### src/source/fc_layer_cfg.svh
`ifndef FC_LAYER_CFG_SVH
`define FC_LAYER_CFG_SVH

// layer geometry
`define FC_IN_BYTES     400
`define FC_OUT_CHANNELS 120

// four int8 values per sram word
`define FC_CH_WORDS     (`FC_IN_BYTES / 4)

// one beat reads a word pair from each sram
`define FC_BEATS        (`FC_CH_WORDS / 2)

// strobe to data at the sram outputs
`define FC_RD_LAT       2

// operand queue entries
`define FC_Q_DEPTH      8

`endif

### src/source/fc_layer_pkg.sv
`default_nettype none

package fc_layer_pkg;

    typedef logic [15:0] addr_t;

    typedef logic [31:0] word_t;

    // finished channel sum
    typedef logic signed [31:0] psum_t;

    // lanes 0-3 in word 0, lanes 4-7 in word 1
    typedef struct packed {
        logic  last;
        word_t act1;
        word_t act0;
        word_t wgt1;
        word_t wgt0;
    } operand_beat_t;

    // port 1 always reads addr0 + 1
    typedef struct packed {
        logic  en;
        addr_t addr0;
        addr_t addr1;
    } sram_rd_t;

    typedef struct packed {
        logic       en;
        addr_t      addr;
        logic [3:0] mask;
        word_t      data;
    } result_wr_t;

endpackage

`default_nettype wire

### src/source/quant_writer.sv
`timescale 1ns/1ps
`default_nettype none

`include "fc_layer_cfg.svh"

module quant_writer (
    input  logic                     clk,
    input  logic                     rst_n,
    input  logic                     start,
    input  fc_layer_pkg::addr_t      act_offset,
    input  fc_layer_pkg::word_t      scale,
    input  fc_layer_pkg::psum_t      psum,
    input  logic                     psum_valid,
    output fc_layer_pkg::result_wr_t result_wr,
    output logic                     finish
);
    import fc_layer_pkg::*;

    localparam int CH_W = $clog2(`FC_OUT_CHANNELS);

    logic               run;
    logic [CH_W-1:0]    ch_cnt;
    logic               wr_last;
    psum_t              relu;
    logic signed [63:0] scaled;
    logic [7:0]         q_byte;

    assign relu   = psum[31] ? '0 : psum;
    assign scaled = relu * $signed(scale);

    // anything at bit 23 or above saturates
    assign q_byte = (scaled[63:23] == '0) ? scaled[23:16] : 8'd127;

    always_ff @(posedge clk) begin
        if (!rst_n) begin
            run    <= 1'b0;
            ch_cnt <= '0;
            finish <= 1'b0;
        end else if (start && !run) begin
            run    <= 1'b1;
            ch_cnt <= '0;
            finish <= 1'b0;
        end else begin
            if (psum_valid) begin
                ch_cnt <= ch_cnt + 1'b1;
            end
            if (result_wr.en && wr_last) begin
                run    <= 1'b0;
                finish <= 1'b1;
            end
        end
    end

    always_ff @(posedge clk) begin
        if (!rst_n) begin
            result_wr.en <= 1'b0;
            wr_last      <= 1'b0;
        end else begin
            result_wr.en <= psum_valid;
            wr_last      <= psum_valid && (ch_cnt == CH_W'(`FC_OUT_CHANNELS - 1));
        end
        // four channels share one output word
        if (psum_valid) begin
            result_wr.addr <= act_offset + addr_t'(`FC_CH_WORDS)
                            + addr_t'(ch_cnt[CH_W-1:2]);
            result_wr.mask <= 4'b0001 << ch_cnt[1:0];
            result_wr.data <= word_t'(q_byte) << {ch_cnt[1:0], 3'b000};
        end
    end

    a_mask_onehot: assert property (
        @(posedge clk) disable iff (!rst_n)
        result_wr.en |-> $onehot(result_wr.mask)
    );

    // the whole pipeline has drained once finish is up
    a_no_write_after_finish: assert property (
        @(posedge clk) disable iff (!rst_n)
        finish |-> !result_wr.en
    );

endmodule

`default_nettype wire

### config.mk
export PLATFORM = sky130hd
export DESIGN_NAME = quant_writer
export DESIGN_NICKNAME = d
export VERILOG_FILES = /design/src/source/fc_layer_pkg.sv /design/src/source/quant_writer.sv
export VERILOG_INCLUDE_DIRS = /design/src /design/src/source
export SDC_FILE = /design/constraint.sdc
export NUM_CORES = 2
export LEC_CHECK = 0
export BUFFER_PORTS_ARGS = -buffer_cell sky130_fd_sc_hd__buf_4
export CORE_UTILIZATION = 37
export CTS_BUF_LIST = sky130_fd_sc_hd__clkbuf_16
export CTS_CLUSTER_SIZE = 8
export DETAILED_ROUTE_END_ITERATION = 12
export RECOVER_POWER = 25
export SYNTH_ARGS = -nofsm -noshare
export SYNTH_HDL_FRONTEND = slang
export SYNTH_SLANG_ARGS = --single-unit
### constraint.sdc
create_clock -name clk -period 10.3 [get_ports clk]
set_input_delay 1.545 -clock clk [delete_from_list [all_inputs] [get_ports clk]]
set_output_delay 1.545 -clock clk [all_outputs]
set_load 0.02 [all_outputs]
==> results.ini <==
[synth]
ys.flop_type=edfxtp_1
synthDistinctLibCells=95
synthTopCellsByCount=867 x fa_1, 666 x inv_1, 533 x and2_1
synth-seq-cells=63
synth_xor_area_share_pct=1.109
ys_warn_count=0
ys_async_sr_fraction_pct=0
synth_edf_count=52
synth_cells=3896
yosysSeqAreaShare_pct=4.906
yosysTopAreaCellShare_pct=47.79
yosys-top-cells-area=fa_1 48%, ha_1 11%, and2_1 9.2%
yosysMostFrequentCell=fa_1
syn-cell-area_um2=36320
synth_top_family_by_area=adder cells
synth-compound-area-share_pct=6.025
synthMuxAreaShare_pct=0.3411
yosysTopAreaCell=fa_1
avgSynthCellArea_um2=9.322
synthSimpleGateAreaFrac_pct=19.88
synth-adder-area-share_pct=58.33

[detailed_routing]
drt_iter0_markers=1454
drtPass1Iterations=9
ant_nets=0
avgViaCountPerCell=5.113
remaining_drc_errors=2
num_vias=26780
totalWireLength_mm=100.2
wire_per_inst_um=19.14

[clock_tree]
cts-root-buf=clkbuf_16
path_clk_slew_ns=0.06
cts_tree=done
hold_buffers=0
cts_buffer_depth=2
cts.sinks=63
htree_levels=3
clk_latency_ns=0.33
cts_inserted_buffers=9

[placement]
gp_congestion=0.9353
io_buffers=137
place_hpwl_mm=86.12

[cells_and_area]
multi_input_area_um2=31210
regArea_um2=1782
diodes=0
fill_cells=9596
final_util_pct=41.12
drive_gt1_share_pct=9.240
syn_to_final_growth_pct=9.822
fin_nets=5213

[worst_setup_path]
slowest_delay_ns=0.62
worstPathRequired_ns=10.38
cp-start-kind=primary input
worst_path_most_repeated_cell=fa_1
critPathKind=in -> reg
crit_arrival_ns=10.01
crit_slowest_cell=a31oi_2
cp-end-kind=flop
regToRegSetupSlack_ns=7.56
cp_max_fo=32

[global_routing]
grt_pass1_vias=29850
track_usage_pct=21.10
grt_pass1_wl_mm=165.6
antenna_found_initial=2
grt_overflow=0
grt_max_degree=59

[min_path]
hp-class=reg -> reg

[timing]
maxSlewViolCount=59
hold_ws_ns=0.4850
max_slew.worst_pin.slew_ns=3.100
fmax_mhz=100.7
period_needed_ns=9.933
fin_crit_sh_pct=96.44
finalHoldViolations=0
slew_headroom_pct=-106.7
setup_violations=0
fin_skew_ns=0.009102
rsz0062_at_grt=no

[die]
initial_utilization_pct=37.45
die_area_um2=99420
ios=138
die_w_um=315.3
core.rowCount=114
core_um2=96990
die_y_um=315.3

[status]
outcome=complete, but fails checks
violations=DRC, capacitance limit, slew limit

[flow_run]
drv_cap=1

## cells in the final DEF, fill, tap and decap left out, drive strengths merged, types with 15 or more instances in the layout
master and n:
nand2b 23, a31oi 16, o21ai 69, fa 867, nand4 26, buf 273, and2 536, edfxtp 52
xnor2 30, xor2 16, a21oi 100, o21a 15, ha 306, nor2 80, nor4 20, nor2b 56
nand3 26, inv 669, nand2 528, nor3 33
## state kept, by name (all words and copies together), names as in the netlist
name,flops
finish,1
wr_last,1
run,1
result_wr,53
ch_cnt,7
## final timing paths
| path | depth (start not counted) | to | startpoint |
|---|---|---|---|
| setup reg to reg | 13 | result_wr[51]$_DFFE_PP_ | ch_cnt[3]$_SDFFE_PP0P_ |
| setup / recovery | 30 | result_wr[5]$_SDFFCE_PP0P_ | psum[31] |
| hold reg to reg | 2 | finish$_SDFFE_PP0P_ | finish$_SDFFE_PP0P_ |
| hold / removal | 2 | finish$_SDFFE_PP0P_ | finish$_SDFFE_PP0P_ |
## worst max-delay path, delay by kind of cell
family	cells	cell delay [ns]
mux	1	0.33
buf+inv	9	1.19
compound gates	3	0.99
fa+ha+maj	9	4.34
simple gates	8	1.56
## layer usage
| metal | global-route usage, % | vias to the layer above | part of all wire [%] |
|---|---|---|---|
| met2 | 34.99 | 715 | 47 |
| met4 | 3.996 | 2 | 1.8 |
| li1 | - | 12040 | - |
| met1 | 29.60 | 13940 | 45 |
| met3 | 2.822 | 84 | 6.1 |
| met5 | 0 | - | 0.012 |
## cells by family after synthesis
family / after synthesis
and+or+nand+nor: 1383
adders and majority gates: 1173
buffers and inverters: 898
AOI/OAI and AO/OA: 320
DFF: 63
xor gates and xnor gates: 46
muxes: 12
other: 1
## per-stage QoR
stage	worst slack [ns]	instances	setup TNS (ns)	cell area, µm²
after global placement	-0.02599	5221	-0.5349	39560
after detailed placement	0.09219	5221	0	39560
after floorplan	0.8501	3899	0	36330
after CTS	0.3863	5237	0	39890
final	0.3668	5237	0	39890
after global routing	0.003327	5237	0	39890
## repair_timing
item / 4_1_cts / 5_1_grt
setup endpoints to repair: 0 / 17
resized for setup: 0 / 1
setup buffers: 0 / 0
## final cells by class
cell class              count  share of cell area (%)
flip-flops and latches     63                   4.467
repair buffers            277                   6.176
well taps                1276                   4.003
clock inverters             7                  0.2572
multi-input cells        2938                   78.26
clock buffers               9                  0.5646
inverters                 667                   6.277
Power is left out: the tool's default activity adds up to more than one toggle a clock period on the data nets, which glitch-free logic cannot reach.
