## src/source/fc_layer_cfg.svh

```systemverilog
`ifndef FC_LAYER_CFG_SVH
`define FC_LAYER_CFG_SVH

// layer geometry
`define FC_IN_BYTES     400
`define FC_OUT_CHANNELS 120

// four int8 values per sram word
`define FC_CH_WORDS     (`FC_IN_BYTES / 4)

// one beat reads a word pair from each sram
`define FC_BEATS        (`FC_CH_WORDS / 2)

// strobe to data at the sram outputs
`define FC_RD_LAT       2

// operand queue entries
`define FC_Q_DEPTH      8

`endif

```

## src/source/fc_layer_pkg.sv

```systemverilog
`default_nettype none

package fc_layer_pkg;

    typedef logic [15:0] addr_t;

    typedef logic [31:0] word_t;

    // finished channel sum
    typedef logic signed [31:0] psum_t;

    // lanes 0-3 in word 0, lanes 4-7 in word 1
    typedef struct packed {
        logic  last;
        word_t act1;
        word_t act0;
        word_t wgt1;
        word_t wgt0;
    } operand_beat_t;

    // port 1 always reads addr0 + 1
    typedef struct packed {
        logic  en;
        addr_t addr0;
        addr_t addr1;
    } sram_rd_t;

    typedef struct packed {
        logic       en;
        addr_t      addr;
        logic [3:0] mask;
        word_t      data;
    } result_wr_t;

endpackage

`default_nettype wire

```

## src/source/fc_sequencer.sv

```systemverilog
`timescale 1ns/1ps
`default_nettype none

`include "fc_layer_cfg.svh"

module fc_sequencer (
    input  logic                        clk,
    input  logic                        rst_n,
    input  logic                        start,
    input  fc_layer_pkg::addr_t         weight_offset,
    input  fc_layer_pkg::addr_t         act_offset,
    input  logic                        almost_full,
    output fc_layer_pkg::sram_rd_t      weight_rd,
    output fc_layer_pkg::sram_rd_t      act_rd,
    input  fc_layer_pkg::word_t         weight_rdata0,
    input  fc_layer_pkg::word_t         weight_rdata1,
    input  fc_layer_pkg::word_t         act_rdata0,
    input  fc_layer_pkg::word_t         act_rdata1,
    output fc_layer_pkg::operand_beat_t beat,
    output logic                        beat_push
);
    import fc_layer_pkg::*;

    localparam int CH_W   = $clog2(`FC_OUT_CHANNELS);
    localparam int BT_W   = $clog2(`FC_BEATS);
    localparam int RD_LAT = `FC_RD_LAT;

    logic              busy;
    logic [CH_W-1:0]   ch;
    logic [BT_W-1:0]   bt;
    logic              issue;
    logic              last_bt;
    addr_t             w_addr;
    addr_t             a_addr;
    logic [RD_LAT-1:0] vld_sr;
    logic [RD_LAT-1:0] last_sr;

    // one read pair per cycle unless the queue is close to full
    assign issue   = busy && !almost_full;
    assign last_bt = (bt == BT_W'(`FC_BEATS - 1));

    always_ff @(posedge clk) begin
        if (!rst_n) begin
            busy <= 1'b0;
            ch   <= '0;
            bt   <= '0;
        end else if (!busy) begin
            if (start) begin
                busy <= 1'b1;
                ch   <= '0;
                bt   <= '0;
            end
        end else if (issue) begin
            if (last_bt) begin
                bt <= '0;
                if (ch == CH_W'(`FC_OUT_CHANNELS - 1)) begin
                    busy <= 1'b0;
                end else begin
                    ch <= ch + 1'b1;
                end
            end else begin
                bt <= bt + 1'b1;
            end
        end
    end

    // weights are laid out channel by channel
    assign w_addr = weight_offset + addr_t'(ch) * addr_t'(`FC_CH_WORDS)
                  + addr_t'({bt, 1'b0});
    // activations are shared by all channels
    assign a_addr = act_offset + addr_t'({bt, 1'b0});

    assign weight_rd = '{en: issue, addr0: w_addr, addr1: w_addr + 16'd1};
    assign act_rd    = '{en: issue, addr0: a_addr, addr1: a_addr + 16'd1};

    // flags follow the read through the sram latency
    always_ff @(posedge clk) begin
        if (!rst_n) begin
            vld_sr  <= '0;
            last_sr <= '0;
        end else begin
            vld_sr[0]  <= issue;
            last_sr[0] <= issue && last_bt;
            for (int i = 1; i < RD_LAT; i++) begin
                vld_sr[i]  <= vld_sr[i-1];
                last_sr[i] <= last_sr[i-1];
            end
        end
    end

    assign beat_push = vld_sr[RD_LAT-1];
    assign beat = '{
        last: last_sr[RD_LAT-1],
        act1: act_rdata1,
        act0: act_rdata0,
        wgt1: weight_rdata1,
        wgt0: weight_rdata0
    };

    // queue headroom only covers reads issued below the threshold
    a_no_read_when_full: assert property (
        @(posedge clk) disable iff (!rst_n)
        almost_full |-> !(weight_rd.en || act_rd.en)
    );

endmodule

`default_nettype wire

```

## config.mk

```make
export PLATFORM = sky130hd
export DESIGN_NAME = fc_sequencer
export DESIGN_NICKNAME = d
export VERILOG_FILES = /design/src/source/fc_layer_pkg.sv /design/src/source/fc_sequencer.sv
export VERILOG_INCLUDE_DIRS = /design/src /design/src/source
export SDC_FILE = /design/constraint.sdc
export NUM_CORES = 1
export LEC_CHECK = 0
export BUFFER_PORTS_ARGS = -buffer_cell sky130_fd_sc_hd__buf_2
export CAP_MARGIN = 15
export CORE_AREA = 4 4 136 138
export DETAILED_ROUTE_END_ITERATION = 8
export DIE_AREA = 0 0 140 142
export SYNTH_ARGS = -nofsm -noshare
export SYNTH_HDL_FRONTEND = slang
export SYNTH_SLANG_ARGS = --single-unit
export TNS_END_PERCENT = 1
```

## constraint.sdc

```tcl
create_clock -name clk -period 6.7 [get_ports clk]
set_clock_uncertainty 0.1 [all_clocks]
set_input_delay 0.335 -clock clk [delete_from_list [all_inputs] [get_ports clk]]
set_output_delay 0.335 -clock clk [all_outputs]
set_load 0.02 [all_outputs]
```

==> flow_summary_export.csv <==
group,metric,value,unit
route,drt_iter0_drc,103,
power_and_ir_drop,peakVddDrop,65.0,µV
worst_setup_path,timing.rr.start,"bt[0]",
route,ant_nets,0,
cts,clock_latency,0.25,ns
power_and_ir_drop,power_switching_share,38.6,%
worst_setup_path,cp.arrival,4.98,ns
sta,slew_violations,0,
worst_setup_path,crit_path_end_kind,"primary output",
logic_synthesis,yosysMostFrequentCell,"buf_4",
power_and_ir_drop,p_leak,2.17,nW
sta,hold_ws,0.273,ns
worst_setup_path,r2r_setup_slack,4.34,ns
route,finalWirelength,10.6,mm
logic_synthesis,syn_nets,754,
floorplan,coreArea,17200,µm²
floorplan,initial_utilization,25.0,%
power_and_ir_drop,power.share.clock,30.4,%
global_routing,grt.overflow.total,0,
global_routing,grt_pass1_vias,3180,
place,gp_congestion,0.870,
place,place_area,4080,µm²
worst_setup_path,path_class,"reg2out",
route,drt_pre_antenna_iters,4,
cts,cts-hold-fix-buffers,0,
logic_synthesis,netlist.area_leader.share,23.2,%
worst_setup_path,timing.rr.end,"ch[5]",
global_routing,grt_max_degree,12,
min_path,whs_endpoint,"busy",
min_path,whs_path_depth,3,
cts,htree_levels,1,
floorplan,die_y,142,µm
cts,clockRootBuffer,"clkbuf_16",
sta,fin_tns_setup,0,ns
finish,nFillCells,1926,
place,hpwl,9.30,mm
worst_setup_path,startpoint_type,"flop",
cts,numCtsBuffers,3,
logic_synthesis,synth_edf_count,0,
finish,fin_nets,724,
cts,post_cts_buffers,0,
logic_synthesis,async_flop_share,0,%
finish,area_growth,-3.11,%
floorplan,die_x,140,µm
logic_synthesis,syn_area_per_cell,8.21,µm²
cts,clk_pin_slew,0.06,ns
finish,stdcell_area,4170,µm²
cts,cts_resized,0,
place,portBuffers,103,
global_routing,grtUsageTotal,10.0,%
logic_synthesis,synthTopCellsByArea,"buf_4 (23%), ha_1 (17%), dfxtp_1 (8.4%)",
floorplan,num_io_pins,360,
global_routing,grt_pass1_wl,16.6,mm
sta,setup_violations,0,
route,drc,0,
power_and_ir_drop,pwr-share-seq,25.6,%
floorplan,dieArea,19900,µm²
job,max_cap_viol_count,0,
logic_synthesis,synthTopCellsByCount,"buf_4 (133), ha_1 (57), xnor2_1 (36), inv_1 (34), xor2_1 (27)",
cts,tritoncts,"built",
sta,max_clock_freq,185,MHz
power_and_ir_drop,internal-power,267,µW
finish,drive_above_1_share,27.6,%
sta,rsz0062_at_grt,"no",
global_routing,antenna_found_initial,2,
logic_synthesis,yosysWarnings,0,
power_and_ir_drop,powerDensity,104,nW/µm²
finish,diodes,0,
sta,fin_crit_sh,80.8,%
logic_synthesis,yosysSeqAreaShare,8.38,%
power_and_ir_drop,comb_power_share,44.0,%
worst_setup_path,path_max_fanout,4,
outcome,outcome,"complete, no violations",
worst_setup_path,cp.required,6.26,ns
min_path,hold_path_class,"in2reg",
cts,clk_path_buf_depth,2,
route,vias,3259,
logic_synthesis,ys_types,68,
sta,tightest_slew,0.642,ns
min_path,hold_start,"start",
logic_synthesis,synth_top_cell_by_area,"buf_4",
route,wl_per_cell,14.7,µm
logic_synthesis,netlist_area,4300,µm²
route,avgViaCountPerCell,4.54,
finish,fin_util,24.3,%
sta,finalHoldViolCount,0,
sta,slew_headroom,56.9,%
sta,fin_crit,5.42,ns
logic_synthesis,syn_inst,524,
logic_synthesis,synth_seq_cells,18,
logic_synthesis,synth_ff_type,"dfxtp_1",
cts,cts_sinks,18,
power_and_ir_drop,switching_power,168,µW
floorplan,rows,48,
worst_setup_path,r2r_cells,7,
[power groups by stage]
stage | registers (mW) | clock network (mW) | logic, mW
4_1_cts | 0.111 | 0.136 | 0.195
5_1_grt | 0.112 | 0.143 | 0.210
6_report | 0.111 | 0.132 | 0.191
3_5_place_dp | 0.114 | 0 | 0.194
3_3_place_gp | 0.114 | 0 | 0.193
2_1_floorplan | 0.112 | 0 | 0.242
[cells by family after synthesis]
group           count (synthesis)  share of synthesized area [%]
mux                             3                          0.727
buf+inv                       173                           26.8
xor+xnor                       64                           13.2
flops                          18                           8.38
fa+ha+maj                      66                           20.8
compound gates                 77                           13.6
simple gates                  123                           16.6
[metrics by stage]
step | std cells | setup slack [ns] | power, mW
after floorplan | 524 | 1.47 | 0.354
after global placement | 714 | 1.65 | 0.306
after detailed placement | 714 | 1.59 | 0.307
after CTS | 718 | 1.28 | 0.442
after global routing | 718 | 0.925 | 0.464
final | 718 | 1.29 | 0.435
[critical path, stage by stage (launching register included)]
cell and delay, ns:
dfxtp_1 0.38, inv_1 0.09, ha_1 0.28, inv_1 0.04, ha_1 0.30, fa_1 0.46, ha_1 0.35, a21oi_1 0.22
o21bai_1 0.09, a21oi_1 0.21, o21ai_0 0.14, xor2_1 0.16, ha_1 0.28, ha_1 0.35, and3_1 0.19, a31oi_1 0.16
a21boi_0 0.17, o21ai_0 0.12, xor2_1 0.27, nand4_1 0.15, xnor2_1 0.15, buf_2 0.18
[metal layers]
metal | vias up | global-route usage (%) | routed length, µm
li1 | 1592 | - | -
met1 | 1468 | 12.1 | 4380
met2 | 133 | 15.9 | 4680
met3 | 62 | 3.13 | 846
met4 | 4 | 5.66 | 631
met5 | - | 0 | 21
[sequential cells by signal (all words and copies together), names as in the netlist]
signal	count
bt	6
busy	1
ch	7
last_sr	2
vld_sr	2
[area by class of cell]
type | count | area, µm² | share of cell area [%]
tap | 225 | 282 | 6.75
sequential | 18 | 360 | 8.65
inverter | 35 | 131 | 3.15
multi-input combinational | 333 | 2790 | 66.9
clock buffer | 4 | 88.8 | 2.13
timing repair buffer | 103 | 515 | 12.4
[cell usage in the layout (no fill, tap or decap), types with 9 or more instances in the layout]
master   instances
buf_2          103
ha_1            57
xnor2_1         36
inv_1           34
xor2_1          27
nand2_1         23
nor2_1          23
a21oi_1         20
dfxtp_1         18
nand3_1         14
a21o_1          10
o21ai_0          9
fa_1             9
[worst max path at each step]
stage,startpoint,end,slack (ns),depth (start not counted)
global route,ch[3],weight_rd[15],0.93,21
finish,ch[3],weight_rd[15],1.29,21
floorplan,ch[3],weight_rd[15],1.47,20
global placement,ch[3],weight_rd[15],1.65,21
detailed placement,ch[3],weight_rd[15],1.59,21
CTS,ch[3],weight_rd[15],1.28,21
Power figures use the tool's default switching activity.
