$ cat config.mk
export PLATFORM = sky130hd
export DESIGN_NAME = mac_accumulator
export DESIGN_NICKNAME = d
export VERILOG_FILES = /design/src/source/fc_layer_cfg.svh /design/src/source/fc_layer_pkg.sv /design/src/source/mac_accumulator.sv
export SDC_FILE = /design/constraint.sdc
export NUM_CORES = 2
export LEC_CHECK = 0
export ABC_CLOCK_PERIOD_IN_PS = 14700
export BUFFER_PORTS_ARGS = -buffer_cell sky130_fd_sc_hd__clkbuf_2
export CAP_MARGIN = 20
export CORE_MARGIN = 5
export CORE_UTILIZATION = 45
export DETAILED_ROUTE_END_ITERATION = 10
export SETUP_SLACK_MARGIN = 0.5
export SYNTH_ARGS = -nofsm -noshare
export SYNTH_HDL_FRONTEND = slang
export SYNTH_SLANG_ARGS = --single-unit
$ cat constraint.sdc
create_clock -name clk -period 14.7 [get_ports clk]
set_clock_uncertainty 0.1 [all_clocks]
set_input_delay 0.735 -clock clk [delete_from_list [all_inputs] [get_ports clk]]
set_output_delay 0.735 -clock clk [all_outputs]
set_load 0.02 [all_outputs]
$ cat src/source/fc_layer_cfg.svh
`ifndef FC_LAYER_CFG_SVH
`define FC_LAYER_CFG_SVH

// layer geometry
`define FC_IN_BYTES     400
`define FC_OUT_CHANNELS 120

// four int8 values per sram word
`define FC_CH_WORDS     (`FC_IN_BYTES / 4)

// one beat reads a word pair from each sram
`define FC_BEATS        (`FC_CH_WORDS / 2)

// strobe to data at the sram outputs
`define FC_RD_LAT       2

// operand queue entries
`define FC_Q_DEPTH      8

`endif

$ cat src/source/fc_layer_pkg.sv
`default_nettype none

package fc_layer_pkg;

    typedef logic [15:0] addr_t;

    typedef logic [31:0] word_t;

    // finished channel sum
    typedef logic signed [31:0] psum_t;

    // lanes 0-3 in word 0, lanes 4-7 in word 1
    typedef struct packed {
        logic  last;
        word_t act1;
        word_t act0;
        word_t wgt1;
        word_t wgt0;
    } operand_beat_t;

    // port 1 always reads addr0 + 1
    typedef struct packed {
        logic  en;
        addr_t addr0;
        addr_t addr1;
    } sram_rd_t;

    typedef struct packed {
        logic       en;
        addr_t      addr;
        logic [3:0] mask;
        word_t      data;
    } result_wr_t;

endpackage

`default_nettype wire

$ cat src/source/mac_accumulator.sv
`timescale 1ns/1ps
`default_nettype none

module mac_accumulator (
    input  logic                        clk,
    input  logic                        rst_n,
    input  fc_layer_pkg::operand_beat_t beat_out,
    input  logic                        empty,
    output logic                        pop,
    output fc_layer_pkg::psum_t         psum,
    output logic                        psum_valid
);
    import fc_layer_pkg::*;

    localparam int LANES = 8;

    logic [8*LANES-1:0] w_vec;
    logic [8*LANES-1:0] a_vec;
    logic signed [15:0] prod [LANES];
    logic               p_vld;
    logic               p_last;
    psum_t              acc;
    psum_t              beat_sum;
    psum_t              acc_nxt;

    // p_last doubles as the bubble after a channel's final beat
    assign pop = !empty && !p_last;

    assign w_vec = {beat_out.wgt1, beat_out.wgt0};
    assign a_vec = {beat_out.act1, beat_out.act0};

    always_ff @(posedge clk) begin
        if (!rst_n) begin
            p_vld  <= 1'b0;
            p_last <= 1'b0;
        end else begin
            p_vld  <= pop;
            p_last <= pop && beat_out.last;
        end
    end

    // products registered
    always_ff @(posedge clk) begin
        if (pop) begin
            for (int i = 0; i < LANES; i++) begin
                prod[i] <= $signed(w_vec[8*i +: 8]) * $signed(a_vec[8*i +: 8]);
            end
        end
    end

    always_comb begin
        beat_sum = '0;
        for (int i = 0; i < LANES; i++) begin
            beat_sum = beat_sum + prod[i];
        end
    end

    assign acc_nxt = acc + beat_sum;

    always_ff @(posedge clk) begin
        if (!rst_n) begin
            acc        <= '0;
            psum_valid <= 1'b0;
        end else begin
            psum_valid <= p_vld && p_last;
            if (p_vld) begin
                // restart from zero for the next channel
                acc <= p_last ? '0 : acc_nxt;
            end
        end
    end

    always_ff @(posedge clk) begin
        if (p_vld && p_last) begin
            psum <= acc_nxt;
        end
    end

endmodule

`default_nettype wire

==> summary.md <==
| Metric | Value |
|---|---|
| Number of hold-slack violations in the final timing report | `0` |
| Highest routing layer actually used | `met4` |
| GRT Resource Usage Total | `about a fifth` |
| Die Outline Area | `0.0742 mm^2` |
| Worst endpoint required time | `~15000 ps` |
| Synthesized flop and latch total | `195` |
| Overall die width | `272 um` |
| Height of the die | `272 um` |
| Critical path data arrival time | `5890 ps` |
| Max-cap viol count | `0` |
| Tightest Pin Transition | `about 1100 ps` |
| Post-route DRC | `0` |
| Startpoint of the most critical hold path | `acc[13]` |
| Iteration-0 DRC count of the detailed router | `just over 900` |
| Antenna violations before repair | `0` |
| Initial standard-cell utilization of the core | `roughly 45%` |
| Final setup vio count | `0` |
| Distinct cell type count after synthesis | `60` |
| Fin Setup TNS | `0 ps` |
| Area delta synth->final | `8.07%` |
| Beginning of the worst register-to-register path | `prod[3][31]` |
| Total length of routed wires | `between 60 and 70 mm` |
| Instance count along the most critical hold path | `2` |
| Placer congestion estimate | `a little under 0.9` |
| Maximum clock frequency | `approximately 170 MHz` |
| Sinks on the clock net | `slightly below 200` |
| Detail Route Antenna Nets | `0` |
| Mean number of vias per cell | `around 5` |
| Wire length on met2 | `approximately 35 mm` |
| Smallest setup slack after layout | `~9000 ps` |
| Pre-antenna DRT Iters | `5` |
| Final-layout fill cell count | `6301` |
| Synthesis warning total | `0` |
| Syn nets | `4046` |
| Share of layout cells above drive strength 1 | `under 10%` |
| Type of destination of the critical path | `register` |
| Placeable Area | `around 0.068 mm^2` |
| TritonCTS clock tree | `yes` |
| Worst slack, placed | `8870 ps` |
| CTS buffer count | `17` |
| Number of buffers inserted by hold repair at cts | `0` |
| Slack of the worst reg-to-reg path | `around 8900 ps` |
| Netlist Area Pre-Place | `approximately 0.031 mm^2` |
| Post-synthesis instance total | `3041` |
| Slew margin rel. | `roughly 29%` |
| Sequential cell area fraction in the yosys report | `between 15 and 20%` |
| Vias after detailed routing | `20200` |
| Crit Path Category | `register to register` |
| Post-route met1 wirelength | `just under 30 mm` |
| Boundary pin count | `around 170` |
| Clock latency on the worst-skew pair | `about 450 ps` |
| Slew Viols, Final | `0` |
| RSZ-0062 raised after global routing | `no` |
| CTS H-tree depth | `4` |
| Count of cells along the worst register-to-register path | `16` |
| Number of rows created at floorplan | `96` |
| Final critical path time including I/O delays and setup | `about 5800 ps` |
| Bufs on Longest Clock Path | `2` |
| Status | `finished clean` |
| Crit Path Max Fanout | `15` |
| Clock transition at the registers of the reported paths | `about 80 ps` |
| Maximum number of pins on one net before global-route repair | `slightly below 80` |
| Post-synth EDFFs | `between 150 and 200` |
| First-pass GRT wire length | `approximately 110 mm` |
| Gr ovfl total | `0` |
| Clock Root Buffer | `sky130_fd_sc_hd__clkbuf_16` |
| Capture instance of the worst register-to-register path | `psum[29]` |
| Worst min-delay path endpoint | `acc[13]` |
| Most frequently used flop master after synthesis | `sky130_fd_sc_hd__edfxtp_1` |
| Final #Nets | `~4200` |
| Type of element launching the critical path | `register` |
| HPWL after detailed placement | `58.5 mm` |
| Vias in the first global route | `22500` |
| Wire length on met3 | `2.15 mm` |
| Crit share post-route | `between 30 and 40%` |
| Post-CTS Resized | `0` |
| Worst hold path class | `register to register` |
| IO buf count | `165` |
| Mean routed wirelength per cell | `16.3 um` |
| Count of inserted antenna diode cells | `0` |
| Share of flip-flops with an asynchronous set or reset | `0%` |
| Setup repair bufs after CTS | `0` |
| Mean post-synth cell area | `between 10 and 15 um^2` |
## Yosys cell counts, types with 12 or more instances
library cell	number	share of area [%]
sky130_fd_sc_hd__nor2b_1	46	0.93
sky130_fd_sc_hd__dfxtp_1	35	2.3
sky130_fd_sc_hd__a21o_1	18	0.44
sky130_fd_sc_hd__inv_1	817	9.9
sky130_fd_sc_hd__a21oi_1	46	0.74
sky130_fd_sc_hd__nor2_1	114	1.4
sky130_fd_sc_hd__o21ai_1	12	0.19
sky130_fd_sc_hd__edfxtp_1	160	15
sky130_fd_sc_hd__ha_1	264	11
sky130_fd_sc_hd__nand3_1	20	0.32
sky130_fd_sc_hd__xnor2_1	126	3.6
sky130_fd_sc_hd__and2_1	320	6.5
sky130_fd_sc_hd__xor2_1	13	0.37
sky130_fd_sc_hd__a22oi_1	19	0.46
sky130_fd_sc_hd__nand2_1	181	2.2
sky130_fd_sc_hd__clkbuf_1	12	0.15
sky130_fd_sc_hd__nor3_1	17	0.27
sky130_fd_sc_hd__o21ai_0	45	0.73
sky130_fd_sc_hd__fa_1	609	39
sky130_fd_sc_hd__a21boi_0	17	0.41
sky130_fd_sc_hd__nand2b_1	42	0.85
## final cells by class
class,count,area [um^2],share of cell area (%)
multi-input cells,2016,22400,66.8
flip-flops and latches,195,5510,16.4
inverters,818,3070,9.16
well taps,882,1100,3.29
repair buffers,170,863,2.58
clock buffers,18,429,1.28
clock inverters,13,143,0.426
## per-stage QoR
step	hold WS [ps]	utilization, %	cells	area (um^2)
finish	394	48.9	4112	33500
global route	411	48.9	4112	33500
CTS	393	48.9	4112	33500
detailed placement	382	48.1	4081	32900
global placement	367	48.1	4081	32900
floorplan	350	-	3041	31000
## layout by cell type (no fill, tap or decap), types with 11 or more instances in the layout
master	count
sky130_fd_sc_hd__a21boi_0	17
sky130_fd_sc_hd__a21o_1	18
sky130_fd_sc_hd__a21oi_1	46
sky130_fd_sc_hd__a22oi_1	19
sky130_fd_sc_hd__and2_1	320
sky130_fd_sc_hd__clkbuf_16	17
sky130_fd_sc_hd__clkbuf_2	165
sky130_fd_sc_hd__dfxtp_1	35
sky130_fd_sc_hd__edfxtp_1	160
sky130_fd_sc_hd__fa_1	609
sky130_fd_sc_hd__ha_1	264
sky130_fd_sc_hd__inv_1	817
sky130_fd_sc_hd__nand2_1	181
sky130_fd_sc_hd__nand2b_1	42
sky130_fd_sc_hd__nand3_1	20
sky130_fd_sc_hd__nor2_1	113
sky130_fd_sc_hd__nor2b_1	46
sky130_fd_sc_hd__nor3_1	17
sky130_fd_sc_hd__o21a_1	11
sky130_fd_sc_hd__o21ai_0	45
sky130_fd_sc_hd__o21ai_1	12
sky130_fd_sc_hd__xnor2_1	126
sky130_fd_sc_hd__xor2_1	13
## cell families after synthesis
group | count (synthesis) | synth area share [%]
AND/OR/NAND/NOR | 763 | 12.9
buffers and inverters | 830 | 10.0
flip-flops | 195 | 17.8
AO/OA/AOI/OAI | 238 | 5.27
adder cells (fa/ha/maj) | 873 | 50.0
XOR/XNOR | 139 | 3.93
multiplexers | 3 | 0.0969
## how the worst max path moves through the flow
stage	startpoint	endpoint	slack [ps]	depth (start not counted)
6_report	prod[3][31]	psum[29]	8900	16
3_5_place_dp	prod[3][31]	psum[29]	8870	16
3_3_place_gp	prod[3][31]	psum[29]	8910	16
4_1_cts	prod[3][31]	psum[29]	8840	16
2_1_floorplan	empty	pop	7520	1
5_1_grt	prod[0][15]	psum[29]	8570	16
## per-layer routing
layer	GRT usage, %	vias to the layer above
met1	25.7	10300
met4	2.78	0
met3	1.78	50
met5	0	-
li1	-	9540
met2	34.0	323
## state kept, by name (all words and copies together), names as in the netlist
register / cells
prod: 128
acc: 32
p_vld: 1
psum_valid: 1
p_last: 1
psum: 32
## critical path: stages (launching register included)
cell and delay (ps):
sky130_fd_sc_hd__edfxtp_1 500, sky130_fd_sc_hd__fa_1 630, sky130_fd_sc_hd__inv_1 630, sky130_fd_sc_hd__fa_1 570
sky130_fd_sc_hd__fa_1 510, sky130_fd_sc_hd__inv_1 50, sky130_fd_sc_hd__fa_1 450, sky130_fd_sc_hd__ha_1 370
sky130_fd_sc_hd__a21oi_1 200, sky130_fd_sc_hd__o21ai_1 120, sky130_fd_sc_hd__a221o_1 330, sky130_fd_sc_hd__a21o_1 220
sky130_fd_sc_hd__o31ai_2 290, sky130_fd_sc_hd__nor2_1 80, sky130_fd_sc_hd__o21ai_1 150, sky130_fd_sc_hd__nor3b_1 270
sky130_fd_sc_hd__nor2_1 60
Power is not shown: default switching activity piles up to over one toggle a cycle in this logic, so the estimate is an artifact.
