## config.mk

```make
export PLATFORM = sky130hd
export DESIGN_NAME = operand_queue
export DESIGN_NICKNAME = d
export VERILOG_FILES = /design/src/source/fc_layer_pkg.sv /design/src/source/operand_queue.sv
export VERILOG_INCLUDE_DIRS = /design/src /design/src/source
export SDC_FILE = /design/constraint.sdc
export NUM_CORES = 1
export LEC_CHECK = 0
export BUFFER_PORTS_ARGS = -buffer_cell sky130_fd_sc_hd__buf_4
export CORE_AREA = 2 2 341 343
export CTS_CLUSTER_DIAMETER = 50
export DETAILED_ROUTE_END_ITERATION = 6
export DIE_AREA = 0 0 343 345
export GPL_ROUTABILITY_DRIVEN = 0
export PLACE_DENSITY = 0.52
export SETUP_SLACK_MARGIN = 0.02
export SKIP_LAST_GASP = 1
export SLEW_MARGIN = 30
export SYNTH_ARGS = -nofsm -noshare
export SYNTH_HDL_FRONTEND = slang
export SYNTH_SLANG_ARGS = --single-unit
```

## constraint.sdc

```tcl
create_clock -name clk -period 10.2 [get_ports clk]
set_clock_uncertainty 0.05 [all_clocks]
set_input_delay 0 -clock clk [delete_from_list [all_inputs] [get_ports clk]]
set_output_delay 0 -clock clk [all_outputs]
set_load 0.03 [all_outputs]
```

## src/source/fc_layer_cfg.svh

```systemverilog
`ifndef FC_LAYER_CFG_SVH
`define FC_LAYER_CFG_SVH

// layer geometry
`define FC_IN_BYTES     400
`define FC_OUT_CHANNELS 120

// four int8 values per sram word
`define FC_CH_WORDS     (`FC_IN_BYTES / 4)

// one beat reads a word pair from each sram
`define FC_BEATS        (`FC_CH_WORDS / 2)

// strobe to data at the sram outputs
`define FC_RD_LAT       2

// operand queue entries
`define FC_Q_DEPTH      8

`endif

```

## src/source/fc_layer_pkg.sv

```systemverilog
`default_nettype none

package fc_layer_pkg;

    typedef logic [15:0] addr_t;

    typedef logic [31:0] word_t;

    // finished channel sum
    typedef logic signed [31:0] psum_t;

    // lanes 0-3 in word 0, lanes 4-7 in word 1
    typedef struct packed {
        logic  last;
        word_t act1;
        word_t act0;
        word_t wgt1;
        word_t wgt0;
    } operand_beat_t;

    // port 1 always reads addr0 + 1
    typedef struct packed {
        logic  en;
        addr_t addr0;
        addr_t addr1;
    } sram_rd_t;

    typedef struct packed {
        logic       en;
        addr_t      addr;
        logic [3:0] mask;
        word_t      data;
    } result_wr_t;

endpackage

`default_nettype wire

```

## src/source/operand_queue.sv

```systemverilog
`timescale 1ns/1ps
`default_nettype none

`include "fc_layer_cfg.svh"

module operand_queue (
    input  logic                        clk,
    input  logic                        rst_n,
    input  fc_layer_pkg::operand_beat_t beat_in,
    input  logic                        push,
    output fc_layer_pkg::operand_beat_t beat_out,
    input  logic                        pop,
    output logic                        empty,
    output logic                        almost_full
);
    import fc_layer_pkg::*;

    localparam int DEPTH    = `FC_Q_DEPTH;
    localparam int PTR_W    = $clog2(DEPTH);
    localparam int CNT_W    = $clog2(DEPTH + 1);
    localparam int AF_LEVEL = `FC_Q_DEPTH - `FC_RD_LAT - 1;

    operand_beat_t    mem [DEPTH];
    operand_beat_t    head_q;
    logic [PTR_W-1:0] wr_ptr;
    logic [PTR_W-1:0] rd_ptr;
    logic [PTR_W-1:0] rd_ptr_nxt;
    logic [CNT_W-1:0] count;

    function automatic logic [PTR_W-1:0] ptr_inc(input logic [PTR_W-1:0] p);
        return (p == PTR_W'(DEPTH - 1)) ? '0 : p + 1'b1;
    endfunction

    assign rd_ptr_nxt = pop ? ptr_inc(rd_ptr) : rd_ptr;

    always_ff @(posedge clk) begin
        if (!rst_n) begin
            wr_ptr <= '0;
            rd_ptr <= '0;
            count  <= '0;
        end else begin
            if (push) begin
                wr_ptr <= ptr_inc(wr_ptr);
            end
            rd_ptr <= rd_ptr_nxt;
            count  <= count + CNT_W'(push) - CNT_W'(pop);
        end
    end

    // head_q mirrors mem[rd_ptr]
    always_ff @(posedge clk) begin
        if (push) begin
            mem[wr_ptr] <= beat_in;
        end
        // bypass when the new head is written in this same cycle
        if (push && (wr_ptr == rd_ptr_nxt)) begin
            head_q <= beat_in;
        end else begin
            head_q <= mem[rd_ptr_nxt];
        end
    end

    assign beat_out    = head_q;
    assign empty       = (count == '0);
    assign almost_full = (count >= CNT_W'(AF_LEVEL));

    a_no_overflow: assert property (
        @(posedge clk) disable iff (!rst_n)
        push |-> (count != CNT_W'(DEPTH))
    );

    a_no_underflow: assert property (
        @(posedge clk) disable iff (!rst_n)
        pop |-> !empty
    );

endmodule

`default_nettype wire

```

==> reports/summary.txt, run 1 <==
Post-route minimum period -> 4.17 ns
Final wirelength -> 86,400 um
Area leader, netlist -> edfxtp_1
Count of different cell masters after synthesis -> 26
DP HPWL -> 45,900 um
DRT Pass-1 Iters -> 5
Fillers -> 9,977
Post-route DRC -> 0
Max clock buf depth -> 3
Top-area cell type share of the netlist area -> 0.778
Slew Limit Fails -> 0
Fraction of layout instances using a drive strength above 1 -> 0.353
Vias -> 18,100
Top_reg_cell synth -> edfxtp_1
Leakage Power -> 0.0162 uW
# IOs -> 264
I/O Buffers -> 263
Outcome -> complete, no violations
Commonest cells after routing, fill and taps aside -> 1,032 x edfxtp_1, 289 x buf_4, 201 x dlygate4sd3_1
First-pass GRT wire length -> 128,000 um
Clock slew at reported path FFs -> 0.06 ns
Clk sinks -> 1,045
Non-filler instance count after layout -> 3,740
Syn. warnings -> 0
Critical Path Source Type -> register
PD cells -> 206 nW/um2
Met1 Track Usage GR -> 0.195
Peak Freq -> 240 MHz
Core area -> 115,000 um2
Htree depth -> 3
Initial core utilization -> 0.346
Worst Path Required -> 10.15 ns
CTS buffer count -> 117
DP Area -> 43,600 um2
Syn Area/Cell -> 25.5 um2
All-Layer GR Usage -> 0.147
Crit path max fanout -> 79
M2 GR Usage -> 0.245
Post-synth net total -> 1,708
Via density -> 4.84
Worst-margin pin slew -> 0.978 ns
HP Class -> input port to register
Hold-fix buffers at CTS -> 201
Type of the worst setup path -> register to output pin
Postcts setup bufs -> 0
Largest net degree at the start of global routing -> 128
Die width -> 343 um
Top cells by area, synth -> edfxtp_1 78%, mux4_2 8.8%, mux4_1 6.8%, mux2_2 3.7%, dfxtp_1 0.65%
Initial DRC count -> 1,092
CTS tree -> yes
Number of max-cap violations -> 0
Async SR Flop Fraction -> 0
Clk_lat worst skew -> 0.69 ns
FP Rows -> 125
Die H -> 345 um
GR Util met3 -> 0.0275
Setup_tns -> 0 ns
DR WL/cell -> 23.1 um
Worst hold slack -> 0.0631 ns
Worst vdd ir -> 155 uV
Post-synth EDFFs -> 1,032
DIE AREA -> 118,000 um2
Final instance area -> 49,600 um2
RSZ-0062 raised after global routing -> no
Layer with the highest usage -> met2
Critical Path Sink Type -> output pin
Syn Inst Count -> 1,564
Post-Syn Area -> 39,800 um2
Final Hold Vio Count -> 0
Slew margin rel. -> 0.348
Commonest non-fill, non-tap cell in the layout -> edfxtp_1
Crit path DAT -> 4.12 ns
Post-route ant nets -> 0
Initial antenna violation count -> 6
Placed insts -> 3,315
Syn-to-layout area delta -> 24.7%
Nets -> 2,256
Vias in the first global route -> 19,800
Grt total ovfl -> 0
Final period util -> 0.409
Final setup viols -> 0
FF+latch count, synth -> 1,045
Post-synthesis sequential area ratio -> 0.785
Root Buffer -> clkbuf_16
Cts repair resizes -> 0
-- kinds of logic (layout without fill, tap and decap cells) --
family / Yosys count / after routing / synth area share
mux: 393 / 393 / 0.194
simple gates: 29 / 29 / 0.00361
xor+xnor: 1 / 1 / 0.000220
compound gates: 4 / 4 / 0.000597
fa+ha+maj: 11 / 11 / 0.00365
flops: 1045 / 1045 / 0.785
other cells: 0 / 1 / 0
buf+inv: 81 / 732 / 0.0133
-- state kept, by name, indices dropped and copies added (netlist names), named ones only --
register / count
count: 4
mem: 1032
rd_ptr: 3
wr_ptr: 3
-- final timing paths --
check	from	end	slack [ns]	cells past startpoint
hold reg to reg	rd_ptr[2]	register	0.46	1
hold / removal	beat_in[88]	mem[5][88]	0.06	2
setup reg to reg	wr_ptr[0]	mem[5][97]	7.14	4
setup / recovery	register	beat_out[58]	6.03	6
-- synthesized netlist by cell type (all sizes together), types with 2 or more instances --
master	number
nand2	6
mux2	132
nand2b	3
ha	10
and2	6
nor2b	3
mux2i	3
clkbuf	22
buf	51
nor3	2
edfxtp	1032
mux4	258
inv	8
dfxtp	13
nor2	8
-- per-stage QoR --
step / utilization / setup slack [ns] / power [uW]
after global routing: 0.431 / 5.65 / 10600
after detailed placement: 0.379 / 6.43 / 6050
after CTS: 0.431 / 5.62 / 10400
after floorplan: - / 0.169 / 5680
final: 0.431 / 6.03 / 10200
after global placement: 0.378 / 6.46 / 6030
-- critical path, stage by stage, from the launching register on --
cell and delay (ns):
dfxtp_4 0.79, buf_6 0.62, buf_12 0.33, buf_16 0.48, mux4_1 0.66, mux2_2 0.30
buf_4 0.17
-- layout make-up --
cell class	count	area [um2]	share of cell area
Tap cell	1524	1910	0.0384
Clock buffer	138	3030	0.0610
Sequential cell	1045	31300	0.630
Inverter	8	30.0	0.000605
Clock inverter	84	910	0.0183
Antenna cell	1	2.50	0.0000504
Multi-Input combinational cell	438	8090	0.163
Timing Repair Buffer	502	4400	0.0887
-- where the power goes --
part / total (uW) / internal (uW) / switching (uW)
Clock: 4230 / 2520 / 1710
Combinational: 1140 / 531 / 607
Sequential: 4870 / 4820 / 44.7
Total: 10200 / 7870 / 2360
-- metal layers --
metal,routed length [um],share of wire
met1,37500,0.43
met2,43400,0.50
met3,3720,0.043
met5,76,0.00088
met4,1730,0.020
Power figures use the tool's default switching activity.
==> run 2: changes to the inputs <==
--- a/config.mk
+++ b/config.mk
@@ -6,13 +6,14 @@
 export SDC_FILE = /design/constraint.sdc
 export NUM_CORES = 1
 export LEC_CHECK = 0
+export ABC_AREA = 1
 export BUFFER_PORTS_ARGS = -buffer_cell sky130_fd_sc_hd__buf_4
-export CORE_AREA = 2 2 341 343
+export CORE_AREA = 2 2 363 365
 export CTS_CLUSTER_DIAMETER = 50
 export DETAILED_ROUTE_END_ITERATION = 6
-export DIE_AREA = 0 0 343 345
+export DIE_AREA = 0 0 365 367
 export GPL_ROUTABILITY_DRIVEN = 0
-export PLACE_DENSITY = 0.52
+export PLACE_DENSITY = 0.51
 export SETUP_SLACK_MARGIN = 0.02
 export SKIP_LAST_GASP = 1
 export SLEW_MARGIN = 30
==> constraint.sdc (replaced) <==
create_clock -name clk -period 3.85 [get_ports clk]
set_clock_uncertainty 0.05 [all_clocks]
set_input_delay 0 -clock clk [delete_from_list [all_inputs] [get_ports clk]]
set_output_delay 0 -clock clk [all_outputs]
set_load 0.03 [all_outputs]
==> run 2 against run 1 <==
Compared with the run above: sequential share of layout area down 7.6 points; wire length up 31%; largest power group unchanged; synthesized cell count rose to 2.9 times the previous value; register-to-register slack worse by 6.9 ns; non-clock buffer count up 90; worst hold slack worse by 0.0081 ns; cell area up 14%; utilization up 0.13 points; count of clock-buffer cells in the layout up 25.
==> reports/summary.txt, run 2 <==
Via density -> 4.35 (was 4.84)
Critical Path Source Type -> register (unchanged)
Top_reg_cell synth -> edfxtp_1 (unchanged)
Commonest cells in the netlist -> 1,698 x nand2_1, 1,048 x inv_1, 1,032 x edfxtp_1, 519 x nand3_1, 95 x buf_2 (was 1,032 x edfxtp_1, 155 x mux4_2, 132 x mux2_2, 103 x mux4_1, 23 x buf_6)
Slew Limit Fails -> 0 (unchanged)
Max clock buf depth -> 3 (unchanged)
Critical Path Most Common Cell -> dlygate4sd3_1
Slew margin rel. -> 0.341 (was 0.348)
Grt total ovfl -> 0 (unchanged)
DP Area -> 49,400 um2 (was 43,600 um2)
# IOs -> 264 (unchanged)
Clk_lat worst skew -> 0.75 ns (was 0.69 ns)
Biggest regs -> mem x1032, count x4 (unchanged)
Vias -> 30,200 (was 18,100)
Top cells by area, synth -> edfxtp_1 68%, nand2_1 14%, inv_1 8.7%, nand3_1 5.7%, buf_2 1.0% (was edfxtp_1 78%, mux4_2 8.8%, mux4_1 6.8%, mux2_2 3.7%, dfxtp_1 0.65%)
Top-area cell type share of the netlist area -> 0.684 (was 0.778)
Hold_sp -> beat_in[84] (was beat_in[88])
Post-route ant nets -> 0 (unchanged)
Outcome -> complete, no violations (unchanged)
Clk sinks -> 1,045 (unchanged)
Post-route minimum period -> 3.56 ns
Postcts setup bufs -> 0 (unchanged)
Post-synth EDFFs -> 1,032 (unchanged)
Worst hold slack -> 0.0550 ns (was 0.0631 ns)
Crit path max fanout -> 3 (was 79)
Syn Area/Cell -> 9.97 um2 (was 25.5 um2)
Syn-to-layout area delta -> 24.5% (was 24.7%)
DP HPWL -> 55,900 um (was 45,900 um)
Vias in the first global route -> 29,200 (was 19,800)
Layout Utilization -> 0.432 (was 0.431)
Worst vdd ir -> 424 uV (was 155 uV)
Initial core utilization -> 0.347 (was 0.346)
Clock slew at reported path FFs -> 0.06 ns (about the same)
Cts repair resizes -> 0 (unchanged)
Crit path DAT -> 4.15 ns (was 4.12 ns)
Flop2flop setup slack -> 0.29 ns (was 7.14 ns)
Hold path cells -> 2 (unchanged)
Worst R2R Path Depth -> 12 (was 4)
Largest Register -> mem (unchanged)
Nets -> 5,218 (was 2,256)
Syn. warnings -> 0 (unchanged)
Final Hold Vio Count -> 0 (unchanged)
Die width -> 365 um (was 343 um)
First-pass GRT wire length -> 173,000 um (was 128,000 um)
Peak Freq -> 281 MHz
Post-synth net total -> 4,690 (was 1,708)
Slowest stage cell, crit path -> dlygate4sd3_1 (was dfxtp_4)
Final wirelength -> 113,000 um (was 86,400 um)
Most frequent cell after synthesis -> nand2_1 (was edfxtp_1)
RSZ-0062 raised after global routing -> no (unchanged)
Worst-path cell chain -> inv_1, ha_1, inv_1, ha_1, dlygate4sd3_1, nand3_1, dlygate4sd3_1, nand3_1, dlygate4sd3_1, nand2_1, nor2_1, dlygate4sd3_1 (was buf_6, buf_12, buf_16, mux4_1, mux2_2, buf_4)
PD cells -> 505 nW/um2 (was 206 nW/um2)
CTS buffer count -> 133 (was 117)
Syn Inst Count -> 4,546 (was 1,564)
Number of max-cap violations -> 0 (unchanged)
DRT Pass-1 Iters -> 7 (was 5)
Type of the worst setup path -> register to register (was register to output pin)
DR WL/cell -> 16.4 um (was 23.1 um)
Commonest cells after routing, fill and taps aside -> 1,698 x nand2_1, 1,047 x inv_1, 1,032 x edfxtp_1 (was 1,032 x edfxtp_1, 289 x buf_4, 201 x dlygate4sd3_1)
HP Class -> input port to register (unchanged)
Delay-heaviest family, CP -> buffers and inverters (unchanged)
Worst path max stage delay -> 0.59 ns (was 0.79 ns)
I/O Buffers -> 263 (unchanged)
FF+latch count, synth -> 1,045 (unchanged)
Critical Path Sink Type -> register (was output pin)
CP Buf/Inv Count -> 6 (was 4)
Final instance area -> 56,400 um2 (was 49,600 um2)
Die H -> 367 um (was 345 um)
Final period util -> 0.925
Hold-fix buffers at CTS -> 272 (was 201)
RR Startpoint -> count[0] (was wr_ptr[0])
Final setup viols -> 0 (unchanged)
Post-synthesis sequential area ratio -> 0.690 (was 0.785)
Fraction of layout instances using a drive strength above 1 -> 0.100 (was 0.353)
Post-Syn Area -> 45,300 um2 (was 39,800 um2)
Leakage Power -> 0.0255 uW (was 0.0162 uW)
All-Layer GR Usage -> 0.170 (was 0.147)
Initial DRC count -> 1,931 (was 1,092)
Hold Path Sink -> mem[5][84] (was mem[5][88])
Largest net degree at the start of global routing -> 205 (was 128)
Worst Path Required -> 4.44 ns (was 10.15 ns)
Worst-margin pin slew -> 0.988 ns (was 0.978 ns)
Htree depth -> 4 (was 3)
Area leader, netlist -> edfxtp_1 (unchanged)
Root Buffer -> clkbuf_16 (unchanged)
Commonest non-fill, non-tap cell in the layout -> nand2_1 (was edfxtp_1)
CTS tree -> yes (unchanged)
Count of different cell masters after synthesis -> 17 (was 26)
FP Rows -> 133 (was 125)
Max reg flops -> 1,032 (unchanged)
DIE AREA -> 134,000 um2 (was 118,000 um2)
FF-to-FF End -> count[3] (was mem[5][97])
Core area -> 130,000 um2 (was 115,000 um2)
Initial antenna violation count -> 9 (was 6)
Post-route DRC -> 0 (unchanged)
Async SR Flop Fraction -> 0 (unchanged)
-- run 2: changes by cell type in the layout (fill, tap and decap cells not counted), moves of 103 or more --
cell / change
mux4_1: -103
nand2_1: +1692
inv_1: +1039
mux2_2: -132
mux4_2: -155
nand3_1: +519
-- run 2: worst max path at each step --
| stage | start | end | slack (ns) | cells past startpoint |
|---|---|---|---|---|
| floorplan | wr_ptr[0] | mem[0][0] | -0.52 | 3 |
| global placement | register | beat_out[76] | 1.36 | 7 |
| detailed placement | register | beat_out[76] | 1.37 | 7 |
| CTS | count[0] | count[3] | 0.36 | 12 |
| global route | count[0] | count[3] | 0.14 | 12 |
| finish | count[0] | count[3] | 0.29 | 12 |
-- run 2: cell type report --
type                    instances  area [um2]
inverters                    1050        3960
diodes                          5        12.5
well taps                    1755        2200
flip-flops and latches       1045       31300
repair buffers                592        5540
clock inverters                67         664
clock buffers                 163        3500
multi-input cells            2252        9290
fillers                     12500       74000
-- run 2: through the flow --
step           total power (uW)  std cells  setup TNS, ns  setup slack (ns)
2_1_floorplan             15300       4546        -526.61            -0.518
3_3_place_gp              16700       6419              0              1.36
3_5_place_dp              16700       6419              0              1.37
4_1_cts                   28900       6921              0             0.355
5_1_grt                   29700       6928              0             0.140
6_report                  28500       6929              0             0.289
-- run 2: where the power goes --
part           internal [uW]  total [uW]  switching [uW]
logic                   1270        3730            2470
registers              12800       12900            86.1
clock network           7090       11900            4770
total                  21200       28500            7320
-- run 2: cells by family after synthesis --
logic type / count (synthesis) / share of synthesized area
fa+ha+maj: 11 / 0.00320
flops: 1045 / 0.690
simple gates: 2230 / 0.199
buf+inv: 1249 / 0.107
xor+xnor: 1 / 0.000193
compound gates: 10 / 0.00110
-- run 2: layer usage --
layer | vias up | wire, um | global-route usage
li1 | 15200 | - | -
met1 | 14200 | 49400 | 0.211
met2 | 559 | 56100 | 0.296
met3 | 179 | 5320 | 0.0357
met4 | 10 | 2550 | 0.0525
met5 | - | 63 | 0
